[src/hdl/mips_settings.svh]
`ifndef MIPS_SETTINGS_SVH
`define MIPS_SETTINGS_SVH

// Datapath size
`define MIPS_DATA_WIDTH 32
`define MIPS_REG_COUNT 32
`define MIPS_RESET_PC 32'h0000_0000

// Instruction field positions
`define MIPS_OP_HI 31
`define MIPS_OP_LO 26
`define MIPS_RS_HI 25
`define MIPS_RS_LO 21
`define MIPS_RT_HI 20
`define MIPS_RT_LO 16
`define MIPS_RD_HI 15
`define MIPS_RD_LO 11
`define MIPS_FUNCT_HI 5
`define MIPS_FUNCT_LO 0
`define MIPS_IMM_HI 15
`define MIPS_IMM_LO 0
`define MIPS_TARGET_HI 25
`define MIPS_TARGET_LO 0

`endif
[src/hdl/mips_pkg.sv]
`include "mips_settings.svh"

package mips_pkg;

    typedef logic [`MIPS_DATA_WIDTH-1:0] word_t;
    typedef logic [$clog2(`MIPS_REG_COUNT)-1:0] reg_addr_t;

    // Primary opcode field
    typedef enum logic [5:0] {
        OP_RTYPE = 6'h00,
        OP_J     = 6'h02,
        OP_BEQ   = 6'h04,
        OP_BNE   = 6'h05,
        OP_ADDI  = 6'h08,
        OP_ORI   = 6'h0d,
        OP_LUI   = 6'h0f,
        OP_LW    = 6'h23,
        OP_SW    = 6'h2b
    } opcode_e;

    // Funct field of R-type
    typedef enum logic [5:0] {
        FN_ADD = 6'h20,
        FN_SUB = 6'h22,
        FN_AND = 6'h24,
        FN_OR  = 6'h25,
        FN_SLT = 6'h2a
    } funct_e;

    typedef enum logic [2:0] {
        ALU_ADD,
        ALU_SUB,
        ALU_AND,
        ALU_OR,
        ALU_SLT,
        ALU_LUI
    } alu_op_e;

    typedef enum logic [1:0] {BR_NONE, BR_EQ, BR_NE} branch_cond_e;

    // Operand source in execute
    typedef enum logic [1:0] {FWD_REG, FWD_MEM, FWD_WB} fwd_sel_e;

endpackage

[src/hdl/pipe_ifs.sv]
// Decode to execute
interface id_ex_bus import mips_pkg::*; ();

    logic         valid;
    word_t        pc_plus4;
    word_t        rs_val;
    word_t        rt_val;
    reg_addr_t    rs;
    reg_addr_t    rt;
    reg_addr_t    rd;
    word_t        imm;
    alu_op_e      alu_op;
    logic         b_imm;
    logic         mem_re;
    logic         mem_we;
    logic         reg_we;
    branch_cond_e br_cond;

    modport producer (
        output valid, pc_plus4, rs_val, rt_val, rs, rt, rd, imm,
        output alu_op, b_imm, mem_re, mem_we, reg_we, br_cond
    );

    modport consumer (
        input valid, pc_plus4, rs_val, rt_val, rs, rt, rd, imm,
        input alu_op, b_imm, mem_re, mem_we, reg_we, br_cond
    );

endinterface

// Execute to memory
interface ex_mem_bus import mips_pkg::*; ();

    logic         valid;
    word_t        alu_result;
    word_t        store_data;
    reg_addr_t    rd;
    logic         mem_re;
    logic         mem_we;
    logic         reg_we;
    branch_cond_e br_cond;
    logic         zero;
    word_t        br_target;

    modport producer (
        output valid, alu_result, store_data, rd, mem_re, mem_we, reg_we,
        output br_cond, zero, br_target
    );

    modport consumer (
        input valid, alu_result, store_data, rd, mem_re, mem_we, reg_we,
        input br_cond, zero, br_target
    );

    // Forwarding view
    modport monitor (input valid, alu_result, rd, reg_we);

endinterface

[src/hdl/mips_pipeline.sv]
module mips_pipeline import mips_pkg::*; (
    input  logic  ui_clk_from_ddr,
    input  logic  rst_n,
    input  word_t imem_rdata,
    input  word_t dmem_rdata,
    input  logic  dmem_wait,
    output word_t imem_addr,
    output word_t dmem_addr,
    output word_t dmem_wdata,
    output logic  dmem_we,
    output logic  dmem_re
);

    logic      ifid_valid;
    word_t     ifid_instr;
    word_t     ifid_pc_plus4;
    logic      hazard_stall;
    logic      jump;
    word_t     jump_pc;
    logic      redirect;
    word_t     redirect_pc;
    logic      wb_we;
    reg_addr_t wb_rd;
    word_t     wb_data;

    id_ex_bus  id_ex ();
    ex_mem_bus ex_mem ();

    fetch_stage u_fetch (
        .ui_clk_from_ddr (ui_clk_from_ddr),
        .rst_n           (rst_n),
        .dmem_wait       (dmem_wait),
        .hazard_stall    (hazard_stall),
        .redirect        (redirect),
        .redirect_pc     (redirect_pc),
        .jump            (jump),
        .jump_pc         (jump_pc),
        .imem_rdata      (imem_rdata),
        .imem_addr       (imem_addr),
        .ifid_valid      (ifid_valid),
        .ifid_instr      (ifid_instr),
        .ifid_pc_plus4   (ifid_pc_plus4)
    );

    decode_stage u_decode (
        .ui_clk_from_ddr (ui_clk_from_ddr),
        .rst_n           (rst_n),
        .dmem_wait       (dmem_wait),
        .redirect        (redirect),
        .ifid_valid      (ifid_valid),
        .ifid_instr      (ifid_instr),
        .ifid_pc_plus4   (ifid_pc_plus4),
        .wb_we           (wb_we),
        .wb_rd           (wb_rd),
        .wb_data         (wb_data),
        .hazard_stall    (hazard_stall),
        .jump            (jump),
        .jump_pc         (jump_pc),
        .id_ex           (id_ex)
    );

    execute_stage u_execute (
        .ui_clk_from_ddr (ui_clk_from_ddr),
        .rst_n           (rst_n),
        .dmem_wait       (dmem_wait),
        .redirect        (redirect),
        .id_ex           (id_ex),
        .ex_mem_fwd      (ex_mem),
        .wb_we           (wb_we),
        .wb_rd           (wb_rd),
        .wb_data         (wb_data),
        .ex_mem          (ex_mem)
    );

    memory_stage u_memory (
        .ui_clk_from_ddr (ui_clk_from_ddr),
        .rst_n           (rst_n),
        .dmem_wait       (dmem_wait),
        .ex_mem          (ex_mem),
        .dmem_rdata      (dmem_rdata),
        .dmem_addr       (dmem_addr),
        .dmem_wdata      (dmem_wdata),
        .dmem_we         (dmem_we),
        .dmem_re         (dmem_re),
        .redirect        (redirect),
        .redirect_pc     (redirect_pc),
        .wb_we           (wb_we),
        .wb_rd           (wb_rd),
        .wb_data         (wb_data)
    );

endmodule

[src/hdl/memory_stage.sv]
module memory_stage import mips_pkg::*; (
    input  logic      ui_clk_from_ddr,
    input  logic      rst_n,
    input  logic      dmem_wait,
    ex_mem_bus.consumer ex_mem,
    input  word_t     dmem_rdata,
    output word_t     dmem_addr,
    output word_t     dmem_wdata,
    output logic      dmem_we,
    output logic      dmem_re,
    output logic      redirect,
    output word_t     redirect_pc,
    output logic      wb_we,
    output reg_addr_t wb_rd,
    output word_t     wb_data
);

    logic  taken;
    logic  wb_load;
    word_t wb_alu;
    word_t wb_mem;

    assign dmem_addr  = ex_mem.alu_result;
    assign dmem_wdata = ex_mem.store_data;
    assign dmem_we    = ex_mem.valid && ex_mem.mem_we;
    assign dmem_re    = ex_mem.valid && ex_mem.mem_re;

    // Zero flag comes from rs - rt
    always_comb begin
        case (ex_mem.br_cond)
            BR_EQ:   taken = ex_mem.zero;
            BR_NE:   taken = !ex_mem.zero;
            default: taken = 1'b0;
        endcase
    end

    assign redirect    = ex_mem.valid && taken;
    assign redirect_pc = ex_mem.br_target;

    ////////////////////////////////////////////////////////////////////////////
    // MEM/WB register
    ////////////////////////////////////////////////////////////////////////////

    always_ff @(posedge ui_clk_from_ddr or negedge rst_n) begin
        if (!rst_n) begin
            wb_we <= 1'b0;
        end else if (!dmem_wait) begin
            wb_we <= ex_mem.valid && ex_mem.reg_we;
        end
    end

    always_ff @(posedge ui_clk_from_ddr) begin
        if (!dmem_wait) begin
            wb_rd   <= ex_mem.rd;
            wb_load <= ex_mem.mem_re;
            wb_alu  <= ex_mem.alu_result;
            wb_mem  <= dmem_rdata;
        end
    end

    assign wb_data = wb_load ? wb_mem : wb_alu;

endmodule

[src/hdl/execute_stage.sv]
module execute_stage import mips_pkg::*; (
    input  logic      ui_clk_from_ddr,
    input  logic      rst_n,
    input  logic      dmem_wait,
    input  logic      redirect,
    id_ex_bus.consumer id_ex,
    ex_mem_bus.monitor ex_mem_fwd,
    input  logic      wb_we,
    input  reg_addr_t wb_rd,
    input  word_t     wb_data,
    ex_mem_bus.producer ex_mem
);

    logic      mem_fwd_ok;
    logic      wb_fwd_ok;
    reg_addr_t mem_rd;
    word_t     mem_result;
    fwd_sel_e  sel_a;
    fwd_sel_e  sel_b;
    word_t     op_a;
    word_t     op_b;
    word_t     alu_b;
    word_t     alu_y;
    word_t     br_target;

    ////////////////////////////////////////////////////////////////////////////
    // Forwarding
    ////////////////////////////////////////////////////////////////////////////

    assign mem_fwd_ok = ex_mem_fwd.valid && ex_mem_fwd.reg_we && (ex_mem_fwd.rd != '0);
    assign mem_rd     = ex_mem_fwd.rd;
    assign mem_result = ex_mem_fwd.alu_result;
    assign wb_fwd_ok  = wb_we && (wb_rd != '0);

    // Younger producer in memory wins over writeback
    function automatic fwd_sel_e pick_src(input reg_addr_t src);
        fwd_sel_e sel;
        if (mem_fwd_ok && mem_rd == src) begin
            sel = FWD_MEM;
        end else if (wb_fwd_ok && wb_rd == src) begin
            sel = FWD_WB;
        end else begin
            sel = FWD_REG;
        end
        return sel;
    endfunction

    function automatic word_t route(input fwd_sel_e sel, input word_t reg_val);
        case (sel)
            FWD_MEM: return mem_result;
            FWD_WB:  return wb_data;
            default: return reg_val;
        endcase
    endfunction

    always_comb begin
        sel_a = pick_src(id_ex.rs);
        sel_b = pick_src(id_ex.rt);
        op_a  = route(sel_a, id_ex.rs_val);
        op_b  = route(sel_b, id_ex.rt_val);
    end

    ////////////////////////////////////////////////////////////////////////////
    // ALU and branch target
    ////////////////////////////////////////////////////////////////////////////

    assign alu_b = id_ex.b_imm ? id_ex.imm : op_b;

    always_comb begin
        case (id_ex.alu_op)
            ALU_ADD: alu_y = op_a + alu_b;
            ALU_SUB: alu_y = op_a - alu_b;
            ALU_AND: alu_y = op_a & alu_b;
            ALU_OR:  alu_y = op_a | alu_b;
            ALU_SLT: alu_y = word_t'($signed(op_a) < $signed(alu_b));
            ALU_LUI: alu_y = {alu_b[15:0], 16'h0000};
            default: alu_y = '0;
        endcase
    end

    assign br_target = id_ex.pc_plus4 + {id_ex.imm[29:0], 2'b00};

    // EX/MEM register
    always_ff @(posedge ui_clk_from_ddr or negedge rst_n) begin
        if (!rst_n) begin
            ex_mem.valid <= 1'b0;
        end else if (!dmem_wait) begin
            ex_mem.valid <= id_ex.valid && !redirect;
        end
    end

    always_ff @(posedge ui_clk_from_ddr) begin
        if (!dmem_wait) begin
            ex_mem.alu_result <= alu_y;
            ex_mem.store_data <= op_b;
            ex_mem.rd         <= id_ex.rd;
            ex_mem.mem_re     <= id_ex.mem_re;
            ex_mem.mem_we     <= id_ex.mem_we;
            ex_mem.reg_we     <= id_ex.reg_we;
            ex_mem.br_cond    <= id_ex.br_cond;
            ex_mem.zero       <= (alu_y == '0);
            ex_mem.br_target  <= br_target;
        end
    end

endmodule

[src/hdl/decode_stage.sv]
`include "mips_settings.svh"

module decode_stage import mips_pkg::*; (
    input  logic      ui_clk_from_ddr,
    input  logic      rst_n,
    input  logic      dmem_wait,
    input  logic      redirect,
    input  logic      ifid_valid,
    input  word_t     ifid_instr,
    input  word_t     ifid_pc_plus4,
    input  logic      wb_we,
    input  reg_addr_t wb_rd,
    input  word_t     wb_data,
    output logic      hazard_stall,
    output logic      jump,
    output word_t     jump_pc,
    id_ex_bus.producer id_ex
);

    opcode_e      opcode;
    funct_e       funct;
    reg_addr_t    rs;
    reg_addr_t    rt;
    reg_addr_t    rd;
    logic [15:0]  imm;
    word_t        imm_ext;
    word_t        rs_val;
    word_t        rt_val;
    word_t        regs [`MIPS_REG_COUNT];

    alu_op_e      alu_op;
    branch_cond_e br_cond;
    logic         b_imm;
    logic         mem_re;
    logic         mem_we;
    logic         reg_we;
    logic         dst_rd;
    logic         zero_ext;
    logic         use_rs;
    logic         use_rt;
    logic         is_j;

    assign opcode = opcode_e'(ifid_instr[`MIPS_OP_HI:`MIPS_OP_LO]);
    assign funct  = funct_e'(ifid_instr[`MIPS_FUNCT_HI:`MIPS_FUNCT_LO]);
    assign rs     = ifid_instr[`MIPS_RS_HI:`MIPS_RS_LO];
    assign rt     = ifid_instr[`MIPS_RT_HI:`MIPS_RT_LO];
    assign rd     = ifid_instr[`MIPS_RD_HI:`MIPS_RD_LO];
    assign imm    = ifid_instr[`MIPS_IMM_HI:`MIPS_IMM_LO];

    assign imm_ext = zero_ext ? {{(`MIPS_DATA_WIDTH-16){1'b0}}, imm}
                              : {{(`MIPS_DATA_WIDTH-16){imm[15]}}, imm};

    ////////////////////////////////////////////////////////////////////////////
    // Decoder
    ////////////////////////////////////////////////////////////////////////////

    always_comb begin
        alu_op   = ALU_ADD;
        br_cond  = BR_NONE;
        b_imm    = 1'b0;
        mem_re   = 1'b0;
        mem_we   = 1'b0;
        reg_we   = 1'b0;
        dst_rd   = 1'b0;
        zero_ext = 1'b0;
        use_rs   = 1'b0;
        use_rt   = 1'b0;
        is_j     = 1'b0;
        case (opcode)
            OP_RTYPE: begin
                dst_rd = 1'b1;
                use_rs = 1'b1;
                use_rt = 1'b1;
                reg_we = 1'b1;
                case (funct)
                    FN_ADD:  alu_op = ALU_ADD;
                    FN_SUB:  alu_op = ALU_SUB;
                    FN_AND:  alu_op = ALU_AND;
                    FN_OR:   alu_op = ALU_OR;
                    FN_SLT:  alu_op = ALU_SLT;
                    default: reg_we = 1'b0;
                endcase
            end
            OP_ADDI: begin
                b_imm  = 1'b1;
                reg_we = 1'b1;
                use_rs = 1'b1;
            end
            OP_ORI: begin
                alu_op   = ALU_OR;
                b_imm    = 1'b1;
                zero_ext = 1'b1;
                reg_we   = 1'b1;
                use_rs   = 1'b1;
            end
            OP_LUI: begin
                alu_op = ALU_LUI;
                b_imm  = 1'b1;
                reg_we = 1'b1;
            end
            OP_LW: begin
                b_imm  = 1'b1;
                mem_re = 1'b1;
                reg_we = 1'b1;
                use_rs = 1'b1;
            end
            OP_SW: begin
                b_imm  = 1'b1;
                mem_we = 1'b1;
                use_rs = 1'b1;
                use_rt = 1'b1;
            end
            OP_BEQ, OP_BNE: begin
                alu_op  = ALU_SUB;
                br_cond = (opcode == OP_BEQ) ? BR_EQ : BR_NE;
                use_rs  = 1'b1;
                use_rt  = 1'b1;
            end
            OP_J:    is_j = 1'b1;
            default: ;
        endcase
    end

    ////////////////////////////////////////////////////////////////////////////
    // Register file, register zero reads as zero
    ////////////////////////////////////////////////////////////////////////////

    // A writeback in this very cycle is seen by the read
    function automatic word_t rf_read(input reg_addr_t addr);
        word_t value;
        if (addr == '0) begin
            value = '0;
        end else if (wb_we && wb_rd == addr) begin
            value = wb_data;
        end else begin
            value = regs[addr];
        end
        return value;
    endfunction

    always_comb begin
        rs_val = rf_read(rs);
        rt_val = rf_read(rt);
    end

    always_ff @(posedge ui_clk_from_ddr) begin
        if (wb_we && wb_rd != '0) begin
            regs[wb_rd] <= wb_data;
        end
    end

    // Load in EX feeding this instruction
    assign hazard_stall = ifid_valid && id_ex.valid && id_ex.mem_re &&
                          ((use_rs && id_ex.rd == rs) || (use_rt && id_ex.rd == rt));

    assign jump    = ifid_valid && is_j;
    assign jump_pc = {ifid_pc_plus4[31:28], ifid_instr[`MIPS_TARGET_HI:`MIPS_TARGET_LO], 2'b00};

    ////////////////////////////////////////////////////////////////////////////
    // ID/EX register
    ////////////////////////////////////////////////////////////////////////////

    always_ff @(posedge ui_clk_from_ddr or negedge rst_n) begin
        if (!rst_n) begin
            id_ex.valid <= 1'b0;
        end else if (!dmem_wait) begin
            id_ex.valid <= ifid_valid && !hazard_stall && !redirect;
        end
    end

    always_ff @(posedge ui_clk_from_ddr) begin
        if (!dmem_wait) begin
            id_ex.pc_plus4 <= ifid_pc_plus4;
            id_ex.rs_val   <= rs_val;
            id_ex.rt_val   <= rt_val;
            id_ex.rs       <= rs;
            id_ex.rt       <= rt;
            id_ex.rd       <= dst_rd ? rd : rt;
            id_ex.imm      <= imm_ext;
            id_ex.alu_op   <= alu_op;
            id_ex.b_imm    <= b_imm;
            id_ex.mem_re   <= mem_re;
            id_ex.mem_we   <= mem_we;
            id_ex.reg_we   <= reg_we;
            id_ex.br_cond  <= br_cond;
        end
    end

endmodule

[src/hdl/fetch_stage.sv]
`include "mips_settings.svh"

module fetch_stage import mips_pkg::*; (
    input  logic  ui_clk_from_ddr,
    input  logic  rst_n,
    input  logic  dmem_wait,
    input  logic  hazard_stall,
    input  logic  redirect,
    input  word_t redirect_pc,
    input  logic  jump,
    input  word_t jump_pc,
    input  word_t imem_rdata,
    output word_t imem_addr,
    output logic  ifid_valid,
    output word_t ifid_instr,
    output word_t ifid_pc_plus4
);

    word_t pc;
    word_t pc_plus4;
    word_t pc_next;

    assign imem_addr = pc;
    assign pc_plus4  = pc + 32'd4;

    // Branch redirect beats jump, jump beats the load-use hold
    always_comb begin
        if (redirect) begin
            pc_next = redirect_pc;
        end else if (jump) begin
            pc_next = jump_pc;
        end else if (hazard_stall) begin
            pc_next = pc;
        end else begin
            pc_next = pc_plus4;
        end
    end

    always_ff @(posedge ui_clk_from_ddr or negedge rst_n) begin
        if (!rst_n) begin
            pc <= `MIPS_RESET_PC;
        end else if (!dmem_wait) begin
            pc <= pc_next;
        end
    end

    ////////////////////////////////////////////////////////////////////////////
    // IF/ID register
    ////////////////////////////////////////////////////////////////////////////

    always_ff @(posedge ui_clk_from_ddr or negedge rst_n) begin
        if (!rst_n) begin
            ifid_valid <= 1'b0;
        end else if (!dmem_wait) begin
            if (redirect || jump) begin
                ifid_valid <= 1'b0;
            end else if (!hazard_stall) begin
                ifid_valid <= 1'b1;
            end
        end
    end

    always_ff @(posedge ui_clk_from_ddr) begin
        if (!dmem_wait && !hazard_stall) begin
            ifid_instr    <= imem_rdata;
            ifid_pc_plus4 <= pc_plus4;
        end
    end

endmodule

[config.mk]
export PLATFORM = sky130hd
export DESIGN_NAME = mips_pipeline
export DESIGN_NICKNAME = d
export VERILOG_FILES = /design/src/hdl/mips_pkg.sv /design/src/hdl/pipe_ifs.sv /design/src/hdl/mips_pipeline.sv /design/src/hdl/memory_stage.sv /design/src/hdl/execute_stage.sv /design/src/hdl/decode_stage.sv /design/src/hdl/fetch_stage.sv
export VERILOG_INCLUDE_DIRS = /design/src /design/src/hdl
export SDC_FILE = /design/constraint.sdc
export NUM_CORES = 2
export LEC_CHECK = 0
export BUFFER_PORTS_ARGS = -buffer_cell sky130_fd_sc_hd__buf_2
export CORE_UTILIZATION = 40
export DETAILED_ROUTE_END_ITERATION = 6
export PLACE_DENSITY_LB_ADDON = 0.25
export SLEW_MARGIN = 0
export SYNTH_ARGS = -nofsm -noshare
export SYNTH_HDL_FRONTEND = slang
export SYNTH_HIERARCHICAL = 1
export SYNTH_SLANG_ARGS = --single-unit
[constraint.sdc]
create_clock -name ui_clk_from_ddr -period 17.6 [get_ports ui_clk_from_ddr]
set_input_delay 1.76 -clock ui_clk_from_ddr [delete_from_list [all_inputs] [get_ports ui_clk_from_ddr]]
set_output_delay 1.76 -clock ui_clk_from_ddr [all_outputs]
set_load 0.05 [all_outputs]
==> summary.md <==
| Metric | Value |
|---|---|
| Status | complete, no violations |
| Die Area | 183,000 µm² |
| Clock sinks | 1,438 |
| CTS tree | done |
| Crit Path Category | flop to flop |
| Worst Tran Pin Value | between 1000 and 1500 ps |
| Layout cells sized above 1 | 25.2% |
| Initial DRT Pass Iterations | 6 |
| Cells on worst reg2reg path | 21 |
| Worst-path clk slew | 60 ps |
| Yosys reg bits | between 1,000 and 1,500 |
| Period utilization | around two fifths |
| Post-CTS resize count | 0 |
| Fin. max-slew vios | 0 |
| Sequential share of the synthesized area | approximately three fifths |
| Setup Viol. Count Final | 0 |
| Pleak | roughly 27 nW |
| Core ar. | between 150,000 and 200,000 µm² |
| CTS HTree Levels | 4 |
| Synth cell types | approximately 110 |
| Mapped cell area | 72,500 µm² |
| Fill cells | around 16,000 |
| Routed WL | about 230 mm |
| Number of global-route vias before repair | roughly 43,000 |
| Synth Area in Compound Gates | under 10% |
| RePlAce Congestion | 0.922 |
| Fmax | 137 MHz |
| PortBufs | 164 |
| Final Hold Fails | 0 |
| Initial antenna violation count | 12 |
| Hold Crit Class | flop to flop |
| CP Capture Type | flop |
| Min Hold Slack | between 400 and 500 ps |
| Die H | 428 µm |
| Layout net count | about 4,800 |
| FFs w/ async S/R, synth | 2.50% |
| CP required | approximately 18,000 ps |
| Via count | 44,560 |
| Post-CTS Setup Repair Bufs | 0 |
| HPWL Detailed | 138 mm |
| Post-route ant nets | 0 |
| CP max FO | 27 |
| Overflow after GRT | 0 |
| Cells after Synth | around 4,600 |
| Power per standard cell area | 112 nW/µm² |
| FP Rows | between 150 and 200 |
| Initial Util | approximately 40% |
| Max reg flops | approximately 1,000 |
| Synthesized area per cell | around 16 µm² |
| Clk Latency, worst-skew pair | a little over 800 ps |
| Num CTS Buffers | 153 |
| Top_reg_cell synth | edfxtp_1 |
| WP data arrival | between 7000 and 8000 ps |
| Number of max-cap violations | 0 |
| Drt drc | 0 |
| IO Count | roughly 170 |
| WHS Path Cells | 0 |
| Clock Tree Buf Depth | 3 |
| Largest family of logic cells by synthesized area | multiplexers |
| VDD IR max | 0.0753 mV |
| First-pass GRT wire length | between 300 and 400 mm |
| Post-Synth XOR/XNOR Area | under 10% |
| Most common cell after layout, fill and taps aside | edfxtp_1 |
| Via-to-Cell Ratio | approximately 6.3 |
| Sum of negative setup slack | 0 ps |
| Starting DRT DRC Count | ~5,800 |
| Drt wl/cell | between 30 and 40 µm |
| Number of hold buffers added after CTS | 0 |
| Gr usage total | between 20% and 30% |
| Largest net degree at the start of global routing | 93 |
| Post-synth EDFFs | roughly 1,400 |
| Clock Root Buffer | clkbuf_16 |
| Most frequent cells in the layout | edfxtp_1, mux4_2, nor2_1 |
| Fin crit period | about 7300 ps |
| Yosys warning count | 6 |
| Post-Synth Simple-Gate Area | between 5 and 6% |
| Largest Register | u_decode/regs |
| RSZ-0062 raised after global routing | no |
| Rel. slew slack | 16.5% |
| Die Width | ~430 µm |
| Area Growth Syn to Fin | 10.3% |
| CP Launch Type | flop |
| Adder-cell share of the synthesized area | 2.39% |
| Post-synthesis mux area share | 20.5% |
| Final Skew | around 32 ps |
[worst max-delay path: stages, from the launching register on]
cell and delay [ps]:
edfxtp_1 610, xor2_1 250, or4b_2 710, nor2_4 100, buf_4 450, mux2i_1 250
a21oi_1 100, mux2i_1 260, inv_1 110, ha_1 260, fa_1 480, a211oi_1 270
o21ai_0 210, o31ai_2 560, mux2i_1 260, o211ai_1 120, or4b_1 540, nor4_1 510
o2111ai_1 240, nor4_1 420, nand4b_1 180, nor4_2 160
[final cells by class]
cell class | count | area [µm²] | area share (%)
well taps | 2355 | 2950 | 3.68
clock inverters | 101 | 981 | 1.23
inverters | 124 | 474 | 0.592
repair buffers | 267 | 1670 | 2.08
clock buffers | 178 | 4000 | 4.99
flip-flops and latches | 1438 | 43000 | 53.7
diodes | 2 | 5.00 | 0.00625
multi-input cells | 2604 | 27000 | 33.7
[per-stage QoR]
step	utilization (%)	area [µm²]	std cells	total power, mW	setup slack [ps]
2_1_floorplan	-	72700	4616	5.32	11890
3_3_place_gp	41.9	75100	6788	5.79	10460
3_5_place_dp	41.9	75100	6788	5.80	10450
4_1_cts	44.7	80100	7067	9.02	10410
5_1_grt	44.7	80100	7069	9.28	9980
6_report	44.7	80100	7069	9.00	10320
[where the power goes]
group	total [mW]	internal (mW)	switching [mW]
combinational	1.62	0.551	1.07
clock	3.24	1.84	1.39
sequential	4.14	4.00	0.139
total	9.00	6.39	2.60
[path summary, 6_finish.rpt]
path	endpoint	start	slack [ps]
worst max-delay path	u_execute/ex_mem.zero	u_memory/wb_rd[2]	10320
worst min-delay path	u_decode/id_ex.pc_plus4[4]	u_fetch/ifid_pc_plus4[4]	420
worst max register to register	u_execute/ex_mem.zero	u_memory/wb_rd[2]	10320
worst min register to register	u_decode/id_ex.pc_plus4[4]	u_fetch/ifid_pc_plus4[4]	420
max in group asynchronous	u_fetch/imem_addr[3]	rst_n	15810
min in group asynchronous	u_fetch/imem_addr[1]	rst_n	1120
[cells by family after synthesis]
logic type      after synthesis
xor+xnor                    102
compound gates              728
flops                      1438
other cells                   1
simple gates                811
mux                         792
fa+ha+maj                   137
buf+inv                     574
[per-layer routing]
metal | part of all wire (%) | global-route usage (%) | vias to the layer above
met1 | 40 | 33.6 | 23484
met5 | 0.021 | 0 | -
met4 | 3.3 | 8.26 | 6
li1 | - | - | 18421
met3 | 9.7 | 5.26 | 366
met2 | 47 | 38.7 | 2283
[cells in the mapped netlist (9+ instances only)]
| master | n | area (µm²) |
|---|---|---|
| a21oi_1 | 96 | 480 |
| mux2i_1 | 190 | 1900 |
| nand4_1 | 22 | 138 |
| a22o_1 | 13 | 114 |
| or4_1 | 14 | 105 |
| nand2b_1 | 29 | 181 |
| nor2b_1 | 14 | 87.6 |
| nand3_1 | 46 | 230 |
| clkbuf_1 | 141 | 529 |
| mux2_2 | 28 | 315 |
| a211oi_1 | 20 | 150 |
| mux4_2 | 543 | 12200 |
| o21bai_1 | 10 | 75.1 |
| o31ai_1 | 11 | 82.6 |
| xnor2_1 | 76 | 666 |
| nor4_1 | 19 | 119 |
| dfrtp_1 | 36 | 901 |
| o211ai_1 | 42 | 315 |
| buf_1 | 21 | 78.8 |
| o21a_1 | 17 | 128 |
| mux2_4 | 30 | 450 |
| a22oi_1 | 69 | 518 |
| and2_1 | 14 | 87.6 |
| o2111ai_1 | 9 | 78.8 |
| ha_1 | 134 | 1680 |
| edfxtp_1 | 1402 | 42100 |
| o221ai_1 | 10 | 87.6 |
| buf_4 | 168 | 1260 |
| or2_2 | 11 | 68.8 |
| or3_1 | 14 | 87.6 |
| o21ai_1 | 17 | 85.1 |
| o22ai_1 | 138 | 863 |
| nor3_1 | 110 | 551 |
| a21o_1 | 28 | 210 |
| nand2_1 | 201 | 754 |
| buf_2 | 103 | 515 |
| o31a_1 | 9 | 78.8 |
| o21ai_0 | 130 | 651 |
| and3_1 | 12 | 75.1 |
| a31oi_1 | 16 | 100 |
| nor2_1 | 237 | 890 |
| xor2_1 | 26 | 228 |
| nand3b_1 | 12 | 90.1 |
| buf_6 | 14 | 158 |
| inv_1 | 119 | 447 |
(Power assumes the default switching activity.)
